**config.mk**
```make
export PLATFORM = sky130hd
export DESIGN_NAME = frame_counter
export DESIGN_NICKNAME = d
export VERILOG_FILES = /design/src/dcache_pkg.sv /design/src/frame_counter.sv
export VERILOG_INCLUDE_DIRS = /design/src
export SDC_FILE = /design/constraint.sdc
export NUM_CORES = 1
export LEC_CHECK = 0
export BUFFER_PORTS_ARGS = -buffer_cell sky130_fd_sc_hd__buf_2
export CAP_MARGIN = 20
export CORE_AREA = 2 2 39 41
export CTS_CLUSTER_DIAMETER = 40
export DETAILED_ROUTE_END_ITERATION = 10
export DIE_AREA = 0 0 41 43
export PLACE_DENSITY = 0.39
export SYNTH_ARGS = -nofsm -noshare
export SYNTH_HDL_FRONTEND = slang
export SYNTH_SLANG_ARGS = --single-unit
```
**constraint.sdc**
```tcl
create_clock -name CLK -period 1.2 [get_ports CLK]
set_clock_uncertainty 0.15 [all_clocks]
set_input_delay 0.18 -clock CLK [delete_from_list [all_inputs] [get_ports CLK]]
set_output_delay 0.18 -clock CLK [all_outputs]
set_load 0.05 [all_outputs]
```
**src/dcache_settings.svh**
```systemverilog
`ifndef DCACHE_SETTINGS_SVH
`define DCACHE_SETTINGS_SVH

////////////////////////////////////////////////////////////
// Cache geometry
////////////////////////////////////////////////////////////

// Data word width
`define DC_WORD_W 32
// Tag bits left over after index, block and byte offset
`define DC_TAG_W 26
// Set index bits
`define DC_IDX_W 3
// Two ways per set
`define DC_SETS 8
`define DC_FRAMES 16

`endif

```
**src/dcache_pkg.sv**
```systemverilog
`include "dcache_settings.svh"

package dcache_pkg;

	// One data word
	typedef logic [`DC_WORD_W-1:0] word_t;

	// Byte address split into cache fields
	typedef struct packed {
		logic [`DC_TAG_W-1:0] tag;
		logic [`DC_IDX_W-1:0] idx;
		logic blkoff;
		logic [1:0] byteoff;
	} dc_addr_t;

	// Frame number is set index then way bit
	typedef logic [`DC_IDX_W:0] frame_t;

	// Controller states
	typedef enum logic [3:0] {
		IDLE,
		WB1,
		WB2,
		FD1,
		FD2,
		FL_CHK,
		FL_WB1,
		FL_WB2,
		FLUSHED
	} fsm_state_t;

endpackage

```
**src/frame_counter.sv**
```systemverilog
`timescale 1ns/100ps
`include "dcache_settings.svh"

module frame_counter import dcache_pkg::*; (
	input logic CLK,
	input logic nRST,
	input logic step,
	input logic clear,
	output frame_t frame,
	output logic last
);

	frame_t count_q;

	////////////////////////////////////////////////////////////
	// Flush walk counter
	////////////////////////////////////////////////////////////

	// Walks frames 0 to 15 as set index then way
	always_ff @(posedge CLK, negedge nRST) begin
		if (!nRST) begin
			count_q <= '0;
		end else if (clear) begin
			// Flush starts at frame 0
			count_q <= '0;
		end else if (step) begin
			// Wraps after the last frame, unused by then
			count_q <= count_q + frame_t'(1);
		end
	end

	assign frame = count_q;

	// Final frame of the walk
	assign last = (count_q == frame_t'(`DC_FRAMES - 1));

endmodule

```
**Word-level counts from Yosys, hierarchy flattened**

Cells that the tools add are included.

- Reductions and logical operators: 1
- Muxes and demuxes: 2
- Add/subtract/negate cells: 1
- Eq/ne operators: 1

Operators by type and width:

| operator | number |
|---|---|
| two-way mux 4 bit | 2 |
| adder 4 x 1 -> 4 bit, second input constant | 1 |
| equality test 4 bit, second input constant | 1 |
| nonzero test 2 bit | 1 |

- Input bits: 4
- Logic and storage cells: 6
- Output and inout port bits: 5
- Flip-flop bits (word level): 4

**Longest topological paths before layout**

- Depth in word-level cells: 3
- Gate-level depth with buffers: 3
- Mapped depth without buffers: 3

**Worst setup path before layout**

OpenSTA, ideal clock, no wires.

- Kind: register -> output
- Start point: reg count_q[0] (netlist: frame[0])
- End point: out last
- Arrival: 1.373 ns
- Cell stages (with the launch flop): 3
- Path buffers: 0
- Setup slack: -0.503 ns
- Data required time: 0.870 ns
- Path through: dfrtp_1 > ha_1 > and3_1

- Longest elaborated chain between the ends: 1

Ends and longest elaborated chain:

| what | RTL line | source |
|---|---|---|
| from (decl) | frame_counter.sv:13 | `frame_t count_q;` |
| from (signal assigned) | frame_counter.sv:28 | `count_q <= count_q + frame_t'(1);` |
| equality test 4 bit | frame_counter.sv:35 | `` assign last = (count_q == frame_t'(`DC_FRAMES - 1)); `` |
| to (decl) | frame_counter.sv:10 | `output logic last` |

No other way between the ends.

**Worst setup path in the final report**

- Start point: reg count_q[1] (netlist: frame[1])
- End point: out last

The elaborated chain is that of the path after synthesis.

==> out/qor.yml <==
cts:
  cts_tree: "yes"
  h-tree-depth: 1
  cts.clk_slew.worst_paths_ps: 50
  cts_buffers: 3
  worstSkewPairLatency_ps: 240
  cts.root.buffer_cell: "clkbuf_4"
  cts_sinks: 4
  clock_path_buffers: 2
timing:
  setup_ws_ps: -237
  max_freq_ghz: 0.696
  grt_setup_unrepaired: "true"
  fin_crit_ps: 1440
  setup_viol: 6
  maxSlewViolCount: 0
  fin_crit_sh_pct: 120
  slew_headroom_pct: 83.6
  finalHoldViolCount: 1
  whs_ps: -5.66
  worst_pin_slew_ps: 247
worst_setup_path:
  cp-start-kind: "flop"
  required_ps: 870
  crit_family: "flip-flops"
  reg2reg_from: "frame[1]"
  cp_cell_sequence: "ha_4 -> and3_4 -> buf_8"
  cp-startpoint: "frame[1]"
  r2r_cells: 4
  cp.depth: 3
  cp-end-kind: "primary output"
  cpMaxStageDelayCell: "dfrtp_2"
  timing_worst_setup_path_type: "reg -> out"
  max_stage_delay_ps: 420
  cp.buffers_inverters: 1
  worstPathArrival_ps: 1110
  critPathMaxFanout: 2
final_layout:
  fillers: 152
  finalNetCount: 42
  n_antenna_cell: 0
  synthToLayoutAreaGrowth_pct: 111
  drive_above_1_share_pct: 77.1
  largest_reg_flops: 4
  final_cells: 51
route:
  wl_per_cell_um: 11.1
  dr.max_layer_used: "met4"
  wl_met3_um: 39
  drtPass1Iterations: 2
  vias_per_cell: 4.02
  drc: 0
  vias: 205
  totalWireLength_um: 566
  wl_met2_um: 314
  wl_met1_um: 197
  drt_iter0_drc: 1
  antenna_left: 0
worst_hold_path:
  min_path_type: "in -> reg"
  worstHoldStart: "clear"
  holdPathStages: 2
yosys:
  ys_warn_count: 0
  synth_cell_types: 12
  syn_inst: 17
  yosys_register_bits: 4
  syn_nets: 22
  ys_seq_area_share_pct: 50.3
  syn_area_um2: 199
  postSynthAreaPerCell_um2: 11.7
outcome:
  violations: "hold timing, setup timing"
  outcome: "finished with violations"
placed_design:
  pre_cts_ws_ps: -47.9
  place_congestion: 0.634
  io_buffers: 8
  hpwlAfterDp_um: 376
  dp.cells: 44
global_routing:
  grt_pass1_wl_um: 869
  grt_pass1_vias: 222
  grt_overflow: 0
  antenna_found_initial: 0
  grt_max_degree: 6
  track_usage_pct: 7.86
die:
  fp.coreArea_um2: 1380
  die_h_um: 43
  die_w_um: 41
  rows: 14
  start_util_pct: 14.4
  io_pins: 9
  die_area_um2: 1760
run:
  max_cap_viol_count: 0
power_and_ir_drop:
  leakage_nw: 0.195
  p_per_area_nw_per_um2: 1080
  ir_worst_vdd_mv: 0.343
[worst paths after layout]
check / slack, ps / endpoint
min: -6 / frame[2]
min reg2reg: 480 / frame[2]
max reg2reg: -50 / frame[2]
max: -240 / last
min in group asynchronous: 110 / frame[2]
max in group asynchronous: 640 / frame[3]
[per-layer routing]
metal  track usage [%]  vias to the layer above
met1              7.17                       98
met2              11.9                        8
li1                  -                       97
met3              4.71                        2
met4              6.00                        0
met5                 0                        -
[Yosys cell counts]
library cell  count  area share (%)
dfrtp_1           4              50
nor2_1            3             5.7
a21bo_2           1             5.0
a21oi_1           1             2.5
and3_1            1             3.1
ha_1              1             6.3
mux2_4            1             7.5
mux2i_1           1             5.0
nand3b_1          1             3.8
nand4_1           1             3.1
nor2b_1           1             3.1
xnor2_1           1             4.4
[power breakdown]
group	switching [mW]	leakage (nW)	total, mW	internal, mW
Sequential	0.00808	0.0481	0.152	0.144
Clock	0.0667	0.0138	0.179	0.113
Combinational	0.0582	0.133	0.123	0.0650
[worst register-to-register path, stage by stage, from the launching register on]
cell and delay (ps):
dfrtp_2 420, ha_4 160, buf_4 130, a21bo_4 210, a21oi_2 120
[cells by family (layout without fill, tap and decap cells)]
group | count (synthesis) | after routing | share of synthesized area (%)
DFF | 4 | 4 | 50.3
and+or+nand+nor | 7 | 7 | 18.9
adders and majority gates | 1 | 1 | 6.29
muxes | 2 | 2 | 12.6
xor gates and xnor gates | 1 | 1 | 4.40
buffers and inverters | 0 | 18 | 0
AOI/OAI and AO/OA | 2 | 2 | 7.54
[what timing repair did]
action / CTS / global route
endpoints found under the setup margin: 6 / 8
endpoints found under the hold margin: 4 / 0
hold buffers: 1 / 0
resized for setup: 9 / 7
pin swaps: 4 / 5
setup buffers: 2 / 2
[cell usage in the layout, fill, tap and decap left out]
master	netlist	routed
and3_4	0	1
buf_2	0	4
buf_6	0	5
nor2b_1	1	1
nand3b_1	1	1
mux2i_1	1	1
buf_8	0	2
xnor2_2	0	1
dlygate4sd3_1	0	1
dfrtp_2	0	4
nor2_1	3	3
mux2_4	1	1
buf_4	0	3
a21bo_4	0	1
a21oi_2	0	1
ha_4	0	1
clkbuf_4	0	3
nand4_1	1	1
[per-stage QoR]
step	TNS [ps]	total power [mW]	area [um^2]	util [%]
floorplan	-285	0.198	221	-
global placement	-81.0	0.234	304	22.0
detailed placement	-89.3	0.235	304	22.0
CTS	-722	0.434	380	27.5
global route	-909	0.482	420	30.4
finish	-687	0.454	420	30.4
[final cells by class]
| class | count | area (um^2) | share of cell area (%) |
|---|---|---|---|
| timing repair buffer | 15 | 139 | 33.0 |
| tap | 16 | 20.0 | 4.76 |
| clock buffer | 3 | 22.5 | 5.36 |
| multi-input combinational | 13 | 134 | 31.8 |
| sequential | 4 | 105 | 25.0 |
(Power assumes the default switching activity.)
