File: src/dcache_settings.svh
`ifndef DCACHE_SETTINGS_SVH
`define DCACHE_SETTINGS_SVH

////////////////////////////////////////////////////////////
// Cache geometry
////////////////////////////////////////////////////////////

// Data word width
`define DC_WORD_W 32
// Tag bits left over after index, block and byte offset
`define DC_TAG_W 26
// Set index bits
`define DC_IDX_W 3
// Two ways per set
`define DC_SETS 8
`define DC_FRAMES 16

`endif

File: src/dcache_pkg.sv
`include "dcache_settings.svh"

package dcache_pkg;

	// One data word
	typedef logic [`DC_WORD_W-1:0] word_t;

	// Byte address split into cache fields
	typedef struct packed {
		logic [`DC_TAG_W-1:0] tag;
		logic [`DC_IDX_W-1:0] idx;
		logic blkoff;
		logic [1:0] byteoff;
	} dc_addr_t;

	// Frame number is set index then way bit
	typedef logic [`DC_IDX_W:0] frame_t;

	// Controller states
	typedef enum logic [3:0] {
		IDLE,
		WB1,
		WB2,
		FD1,
		FD2,
		FL_CHK,
		FL_WB1,
		FL_WB2,
		FLUSHED
	} fsm_state_t;

endpackage

File: src/cache_ctrl_if.sv
`timescale 1ns/100ps
`include "dcache_settings.svh"

interface cache_ctrl_if;

	// Strobes and selects from the controller
	logic fill_en;
	logic fill_last;
	logic word_sel;
	logic wb_src_flush;
	logic clean_en;

	// Lookup results from the tag arrays
	logic hit;
	logic hit_way;
	logic victim_way;
	logic victim_needs_wb;
	logic [`DC_TAG_W-1:0] wb_tag;
	logic frame_dirty;

	modport fsm (
		output fill_en, fill_last, word_sel, wb_src_flush, clean_en,
		input hit, victim_needs_wb, frame_dirty
	);

	modport tags (
		input fill_last, clean_en, wb_src_flush,
		output hit, hit_way, victim_way, victim_needs_wb, wb_tag, frame_dirty
	);

	modport data (
		input fill_en, word_sel, wb_src_flush, hit_way, victim_way, victim_needs_wb, wb_tag
	);

endinterface

File: src/dcache_fsm.sv
`timescale 1ns/100ps
`include "dcache_settings.svh"

module dcache_fsm import dcache_pkg::*; (
	input logic CLK,
	input logic nRST,
	input logic cpu_valid,
	input logic cpu_write,
	input logic halt,
	input logic mem_wait,
	output logic cpu_ready,
	output logic mem_ren,
	output logic mem_wen,
	output logic flushed,
	output logic cnt_step,
	output logic cnt_clear,
	input logic cnt_last,
	cache_ctrl_if.fsm ctrl
);

	fsm_state_t state;
	fsm_state_t next_state;
	logic miss;
	logic mem_done;

	// Request present but not in the cache
	assign miss = cpu_valid && !ctrl.hit;
	// Current memory beat finishes this cycle
	assign mem_done = !mem_wait;

	// Hits complete in IDLE only, and halt takes priority over a pending request
	assign cpu_ready = (state == IDLE) && ctrl.hit && !halt;

	////////////////////////////////////////////////////////////
	// State register
	////////////////////////////////////////////////////////////
	always_ff @(posedge CLK, negedge nRST) begin
		if (!nRST) begin
			state <= IDLE;
		end else begin
			state <= next_state;
		end
	end

	////////////////////////////////////////////////////////////
	// Next state
	////////////////////////////////////////////////////////////
	always_comb begin
		next_state = state;
		case (state)
			IDLE: begin
				if (halt) begin
					next_state = FL_CHK;
				end else if (miss) begin
					// Dirty victim goes out before the new block comes in
					next_state = ctrl.victim_needs_wb ? WB1 : FD1;
				end
			end
			WB1: if (mem_done) next_state = WB2;
			WB2: if (mem_done) next_state = FD1;
			FD1: if (mem_done) next_state = FD2;
			// Back to IDLE where the request now hits
			FD2: if (mem_done) next_state = IDLE;
			FL_CHK: begin
				if (ctrl.frame_dirty) begin
					next_state = FL_WB1;
				end else if (cnt_last) begin
					next_state = FLUSHED;
				end
			end
			FL_WB1: if (mem_done) next_state = FL_WB2;
			FL_WB2: begin
				if (mem_done) begin
					next_state = cnt_last ? FLUSHED : FL_CHK;
				end
			end
			// Held until reset
			FLUSHED: next_state = FLUSHED;
			default: next_state = IDLE;
		endcase
	end

	////////////////////////////////////////////////////////////
	// Output decode
	////////////////////////////////////////////////////////////
	always_comb begin
		mem_ren = 1'b0;
		mem_wen = 1'b0;
		ctrl.word_sel = 1'b0;
		ctrl.fill_en = 1'b0;
		ctrl.fill_last = 1'b0;
		ctrl.clean_en = 1'b0;
		cnt_step = 1'b0;
		// Flush mode also blocks tag updates from a request left pending under halt
		ctrl.wb_src_flush = (state == IDLE) ? halt : (state >= FL_CHK);
		// Counter restarts at frame 0 on the way into the flush
		cnt_clear = (state == IDLE) && halt;
		flushed = (state == FLUSHED);
		case (state)
			WB1: mem_wen = 1'b1;
			WB2: begin
				mem_wen = 1'b1;
				ctrl.word_sel = 1'b1;
				// Victim is clean once its second word is accepted
				ctrl.clean_en = mem_done;
			end
			FD1: begin
				mem_ren = 1'b1;
				ctrl.fill_en = mem_done;
			end
			FD2: begin
				mem_ren = 1'b1;
				ctrl.word_sel = 1'b1;
				ctrl.fill_en = mem_done;
				ctrl.fill_last = mem_done;
			end
			// Clean frame is done in one cycle
			FL_CHK: cnt_step = !ctrl.frame_dirty;
			FL_WB1: mem_wen = 1'b1;
			FL_WB2: begin
				mem_wen = 1'b1;
				ctrl.word_sel = 1'b1;
				ctrl.clean_en = mem_done;
				cnt_step = mem_done;
			end
			default: begin
				mem_ren = 1'b0;
			end
		endcase
	end

endmodule

File: src/flat_wrapper.sv
// flat-port wrapper written by rule: the top's interface ports become plain ports
module dcache_fsm_flat import dcache_pkg::*;
  (CLK, nRST, cpu_valid, cpu_write, halt, mem_wait, cpu_ready, mem_ren, mem_wen, flushed, cnt_step, cnt_clear, cnt_last, ctrl_fill_en, ctrl_fill_last, ctrl_word_sel, ctrl_wb_src_flush, ctrl_clean_en, ctrl_hit, ctrl_victim_needs_wb, ctrl_frame_dirty);
  cache_ctrl_if ctrl_i ();
  input logic CLK;
  input logic nRST;
  input logic cpu_valid;
  input logic cpu_write;
  input logic halt;
  input logic mem_wait;
  output logic cpu_ready;
  output logic mem_ren;
  output logic mem_wen;
  output logic flushed;
  output logic cnt_step;
  output logic cnt_clear;
  input logic cnt_last;
  output wire logic [$bits(ctrl_i.fill_en)-1:0] ctrl_fill_en;
  output wire logic [$bits(ctrl_i.fill_last)-1:0] ctrl_fill_last;
  output wire logic [$bits(ctrl_i.word_sel)-1:0] ctrl_word_sel;
  output wire logic [$bits(ctrl_i.wb_src_flush)-1:0] ctrl_wb_src_flush;
  output wire logic [$bits(ctrl_i.clean_en)-1:0] ctrl_clean_en;
  input wire logic [$bits(ctrl_i.hit)-1:0] ctrl_hit;
  input wire logic [$bits(ctrl_i.victim_needs_wb)-1:0] ctrl_victim_needs_wb;
  input wire logic [$bits(ctrl_i.frame_dirty)-1:0] ctrl_frame_dirty;
  assign ctrl_fill_en = ctrl_i.fill_en;
  assign ctrl_fill_last = ctrl_i.fill_last;
  assign ctrl_word_sel = ctrl_i.word_sel;
  assign ctrl_wb_src_flush = ctrl_i.wb_src_flush;
  assign ctrl_clean_en = ctrl_i.clean_en;
  assign ctrl_i.hit = ctrl_hit;
  assign ctrl_i.victim_needs_wb = ctrl_victim_needs_wb;
  assign ctrl_i.frame_dirty = ctrl_frame_dirty;
  dcache_fsm u_core (.CLK(CLK), .nRST(nRST), .cpu_valid(cpu_valid), .cpu_write(cpu_write), .halt(halt), .mem_wait(mem_wait), .cpu_ready(cpu_ready), .mem_ren(mem_ren), .mem_wen(mem_wen), .flushed(flushed), .cnt_step(cnt_step), .cnt_clear(cnt_clear), .cnt_last(cnt_last), .ctrl(ctrl_i));
endmodule
File: config.mk
export PLATFORM = sky130hd
export DESIGN_NAME = dcache_fsm_flat
export DESIGN_NICKNAME = d
export VERILOG_FILES = /design/src/dcache_pkg.sv /design/src/cache_ctrl_if.sv /design/src/dcache_fsm.sv /design/src/flat_wrapper.sv
export VERILOG_INCLUDE_DIRS = /design/src
export SDC_FILE = /design/constraint.sdc
export NUM_CORES = 1
export LEC_CHECK = 0
export BUFFER_PORTS_ARGS = -buffer_cell sky130_fd_sc_hd__buf_2
export CAP_MARGIN = 30
export CORE_UTILIZATION = 32
export DETAILED_ROUTE_END_ITERATION = 12
export GPL_ROUTABILITY_DRIVEN = 0
export HOLD_SLACK_MARGIN = 0.1
export PLACE_DENSITY_LB_ADDON = 0.25
export SYNTH_ARGS = -nofsm -noshare
export SYNTH_HDL_FRONTEND = slang
export SYNTH_SLANG_ARGS = --single-unit
export TNS_END_PERCENT = 50
File: constraint.sdc
create_clock -name CLK -period 1.65 [get_ports CLK]
set_input_delay 0.33 -clock CLK [delete_from_list [all_inputs] [get_ports CLK]]
set_output_delay 0.33 -clock CLK [all_outputs]
set_load 0.1 [all_outputs]
; ---- Word-level counts from Yosys, hierarchy flattened
; Cells that the tools add are included.
[totals]
reg_bits = 4
in_bits = 10
out_inout_bits = 11
word_cells = 53
[classes]
n_lt_le_gt_ge = 1
n_eq_ne = 16
mux = 21
reduce_logical = 14
[ops]
columns = operator, count
row1 = 4-bit 2-to-1 mux, 11
row2 = 4-bit one-hot mux with 9 select lines, 1
row3 = 4-bit by 3-bit == test with 1-bit output (second input constant), 4
row4 = 2-bit != test (second input constant), 6
row5 = 4-bit by 2-bit == test with 1-bit output (second input constant), 2
row6 = 8-bit AND reduction, 1
row7 = 1-bit 2-to-1 mux, 7
row8 = 4-bit by 1-bit == test with 1-bit output (second input constant), 1
row9 = 4-bit == test (second input constant), 1
row10 = 4-bit by 3-bit greater-or-equal comparator with 1-bit output (second input constant), 1
row11 = 1-bit logical AND, 4
row12 = 1-bit logical NOT, 4
row13 = 4-bit logical NOT, 1
row14 = 2-bit OR reduction, 2
row15 = 4-bit OR reduction, 1
row16 = 3-bit by 2-bit != test with 1-bit output (second input constant), 1
row17 = 3-bit != test (second input constant), 1
row18 = 3-bit OR reduction, 1
row19 = 2-bit 2-to-1 mux, 1
row20 = 1-bit one-hot mux with 2 select lines, 1

; ---- Longest topological paths before layout
[depth]
depth_word = 5
mapped_depth = 6
depth_no_buf = 5

; ---- Worst setup path after synthesis
; Ideal clock, no wire load.
[synth_path]
kind = reg-to-output
startpoint = reg u_core.state[0]
endpoint = out ctrl_fill_last
t_arrival_ns = 3.847
t_required_ns = 1.320
path_slack_ns = -2.527
path_stages_with_launch = 4
cell_sequence = dfrtp_1 > buf_6 > nor2_1 > nor4b_1
[synth_between]
elab_chain_cells = 2
[synth_rtl]
columns = element, line_no
row1 = start: declaration, dcache_fsm.sv:21  ; fsm_state_t state;
row2 = start signal: assignment, dcache_fsm.sv:41  ; state <= next_state;
row3 = 4-bit by 3-bit == test with 1-bit output, dcache_fsm.sv:99  ; case (state)
row4 = 1-bit 2-to-1 mux, dcache_fsm.sv:99
row5 = end: declaration, flat_wrapper.sv:19  ; output wire logic [$bits(ctrl_i.fill_last)-1:0] ctrl_fill_last;
; Every way passes these cells.

; ---- Worst setup path in the final report
[layout_path]
startpoint = reg u_core.state[2]
endpoint = out ctrl_clean_en
[layout_between]
elab_chain_cells = 3
elab_cells_between_ends = 4
classes_between = eq/ne: 2 / mux: 1 / reduce/logical: 1
[layout_rtl]
columns = element, line_no
row1 = 4-bit by 2-bit == test with 1-bit output or 4-bit by 3-bit == test with 1-bit output (tied branches), dcache_fsm.sv:99
row2 = 2-bit OR reduction (no source line) (*), n/a
row3 = 1-bit 2-to-1 mux (*), dcache_fsm.sv:99
row4 = end: declaration, flat_wrapper.sv:22  ; output wire logic [$bits(ctrl_i.clean_en)-1:0] ctrl_clean_en;
; Mark *: on every way between the ends. The rest lies on a longest branch, timed or not.

==> results.sh <==
export IMPL_num_fill_cells=109
export IMPL_fmax_ghz=0.506
export IMPL_start_util_pct=34.5
export IMPL_synthTopCellsByCount="a21oi_1, nand2_1, nor2_1, nor2b_1"
export IMPL_cts_root_buf="clkbuf_4"
export IMPL_ys_seq_area_share_pct=19.3
export IMPL_syn_area_per_cell_um2=7.87
export IMPL_boundaryPins=21
export IMPL_grt_max_degree=11
export IMPL_detail_route_iter0_violations=20
export IMPL_dieHeight_um=42.3
export IMPL_diodes=0
export IMPL_regMostFlops="u_core.state"
export IMPL_finalCritPeriodShare_pct=120
export IMPL_yosys_warnings=0
export IMPL_status="complete, but fails checks"
export IMPL_clk_latency_ns=0.26
export IMPL_drcViolationCount=0
export IMPL_firstDrtPassIters=4
export IMPL_num_vias=675
export IMPL_cts_tree="yes"
export IMPL_rows=14
export IMPL_crit_chain="nor2b_1, or3b_4, nor3_4, buf_12"
export IMPL_antenna_found_initial=0
export IMPL_fin_ws_ns=-0.326
export IMPL_crit_fanout=3
export IMPL_crit_required_ns=1.32
export IMPL_cts_htree_levels=1
export IMPL_seq_area_um2=101
export IMPL_cp_slowest_cell="dfrtp_1"
export IMPL_critPathCaptureType="output pin"
export IMPL_critPathArrivalTime_ns=1.65
export IMPL_drv_cap=0
export IMPL_slew_headroom_pct=78.4
export IMPL_grt_use_total_pct=18.6
export IMPL_violations="negative setup slack"
export IMPL_ys_ff_latch=4
export IMPL_routed_via_density=5.53
export IMPL_clock_path_buffers=2
export IMPL_portBuffers=19
export IMPL_layout_drive_gt1_share_pct=60.4
export IMPL_clkTransAtPathRegs_ns=0.05
export IMPL_largestRegisters="u_core.state: 4 flops"
export IMPL_async_reset_ff_share_pct=100
export IMPL_path_class="register to output pin"
export IMPL_grt_pass1_vias=601
export IMPL_multi_input_area_um2=485
export IMPL_clock_sinks=4
export IMPL_setup_viol=13
export IMPL_grt_overflow=0
export IMPL_worst_pin_slew_ns=0.320
export IMPL_critPathLaunchType="register"
export IMPL_hpwl_um=1210
export IMPL_drv_slew=0
export IMPL_max_stage_delay_ns=0.41
export IMPL_detail_route_wl_per_cell_um=14.6
export IMPL_dieArea_mm2=0.00179
export IMPL_syn2layout_area_growth_pct=108
export IMPL_routed_wl_um=1790
export IMPL_period_needed_ns=1.98
export IMPL_die_x_um=42.3
export IMPL_synth_fp_nets=76
export IMPL_synth_top_area_share_pct=19.3
export IMPL_min_path_type="input pin to asynchronous set/reset pin"
export IMPL_layout_nets=117
export IMPL_wl_met2_um=957
export IMPL_dr_wl_met3_um=67
export IMPL_wl_met1_um=728
export IMPL_core_mm2=0.00151
export IMPL_grt_pass1_wl_um=2590
export IMPL_syn_area_um2=519
export IMPL_synth_edf_count=0
export IMPL_synth_area_leaders="dfrtp_1, a21oi_1, nor2b_1, nand2_1, nor2_1"
export IMPL_synthFlopType="dfrtp_1"
export IMPL_synth_top_area_cell="dfrtp_1"
export IMPL_hold_viol=0
export IMPL_skew_ns=0.0188
export IMPL_ant_nets=0
export IMPL_synthDistinctLibCells=32
export IMPL_rsz0062_at_grt="yes"
export IMPL_dr_max_layer_used="met4"
export IMPL_whs_ns=0.396
export IMPL_cts_buffers=3
export IMPL_largest_reg_flops=4
export IMPL_syn_inst=66
==> worst max-delay path: cells and delay by family (launching register included) <==
family	cells	cell delay, ns
DFF	1	0.41
and+or+nand+nor	3	0.77
buffers and inverters	1	0.20
==> routing by layer <==
metal,up-vias,GRT usage [%]
li1,319,-
met1,321,20.8
met2,31,35.7
met3,4,2.16
met4,0,6.25
met5,-,0
==> kinds of logic after synthesis <==
group | share of synthesized area (%)
DFF | 19.3
buffers and inverters | 7.23
AOI/OAI and AO/OA | 30.1
and+or+nand+nor | 41.7
xor gates and xnor gates | 1.69
==> final cells by class <==
class                           instances  share of cell area, %
Multi-Input combinational cell         56                   44.9
Clock buffer                            4                   2.43
Timing Repair Buffer                   40                   40.6
Tap cell                               16                   1.85
Inverter                                2                  0.925
Sequential cell                         4                   9.36
==> worst paths after layout <==
check,slack [ns],end,from,cells after the start
min in group CLK,0.45,u_core.state[1],ctrl_victim_needs_wb,3
hold / removal,0.40,u_core.state[2],nRST,2
hold reg to reg,0.66,u_core.state[0],u_core.state[3],2
setup reg to reg,-0.03,u_core.state[2],u_core.state[0],7
setup / recovery,-0.33,ctrl_clean_en,u_core.state[2],4
max in group asynchronous,1.11,u_core.state[0],nRST,2
==> through the flow <==
step                cell area, um^2  setup WS [ns]  TNS (ns)  cells  utilization, %
global placement                932        -0.0212   -0.0294    109            61.9
floorplan                       599         -0.747     -5.06     66               -
CTS                             987         -0.297     -2.16    114            65.5
detailed placement              932        -0.0371   -0.0645    109            61.9
global route                   1080         -0.366     -3.06    122            71.8
finish                         1080         -0.326     -2.39    122            71.8
==> layout by cell type, fill, tap and decap left out, types with 2 or more instances in the layout <==
master	n
buf_4	16
buf_12	11
buf_2	8
nand2_1	6
nor2_1	5
a21oi_1	5
nor2b_1	4
nand2b_1	3
nand3_1	3
clkbuf_4	3
buf_6	3
dfrtp_1	3
nor3_4	2
o22a_1	2
a311oi_1	2
==> timing repair <==
action / CTS / global route
endpoints found under the hold margin: 4 / 0
pin swaps: 1 / 7
setup buffers: 0 / 8
hold buffers: 1 / 0
resized for setup: 4 / 8
setup endpoints to repair: 11 / 13
Power is left out: the tool's default activity adds up to more than one toggle a clock period on the data nets, which glitch-free logic cannot reach.
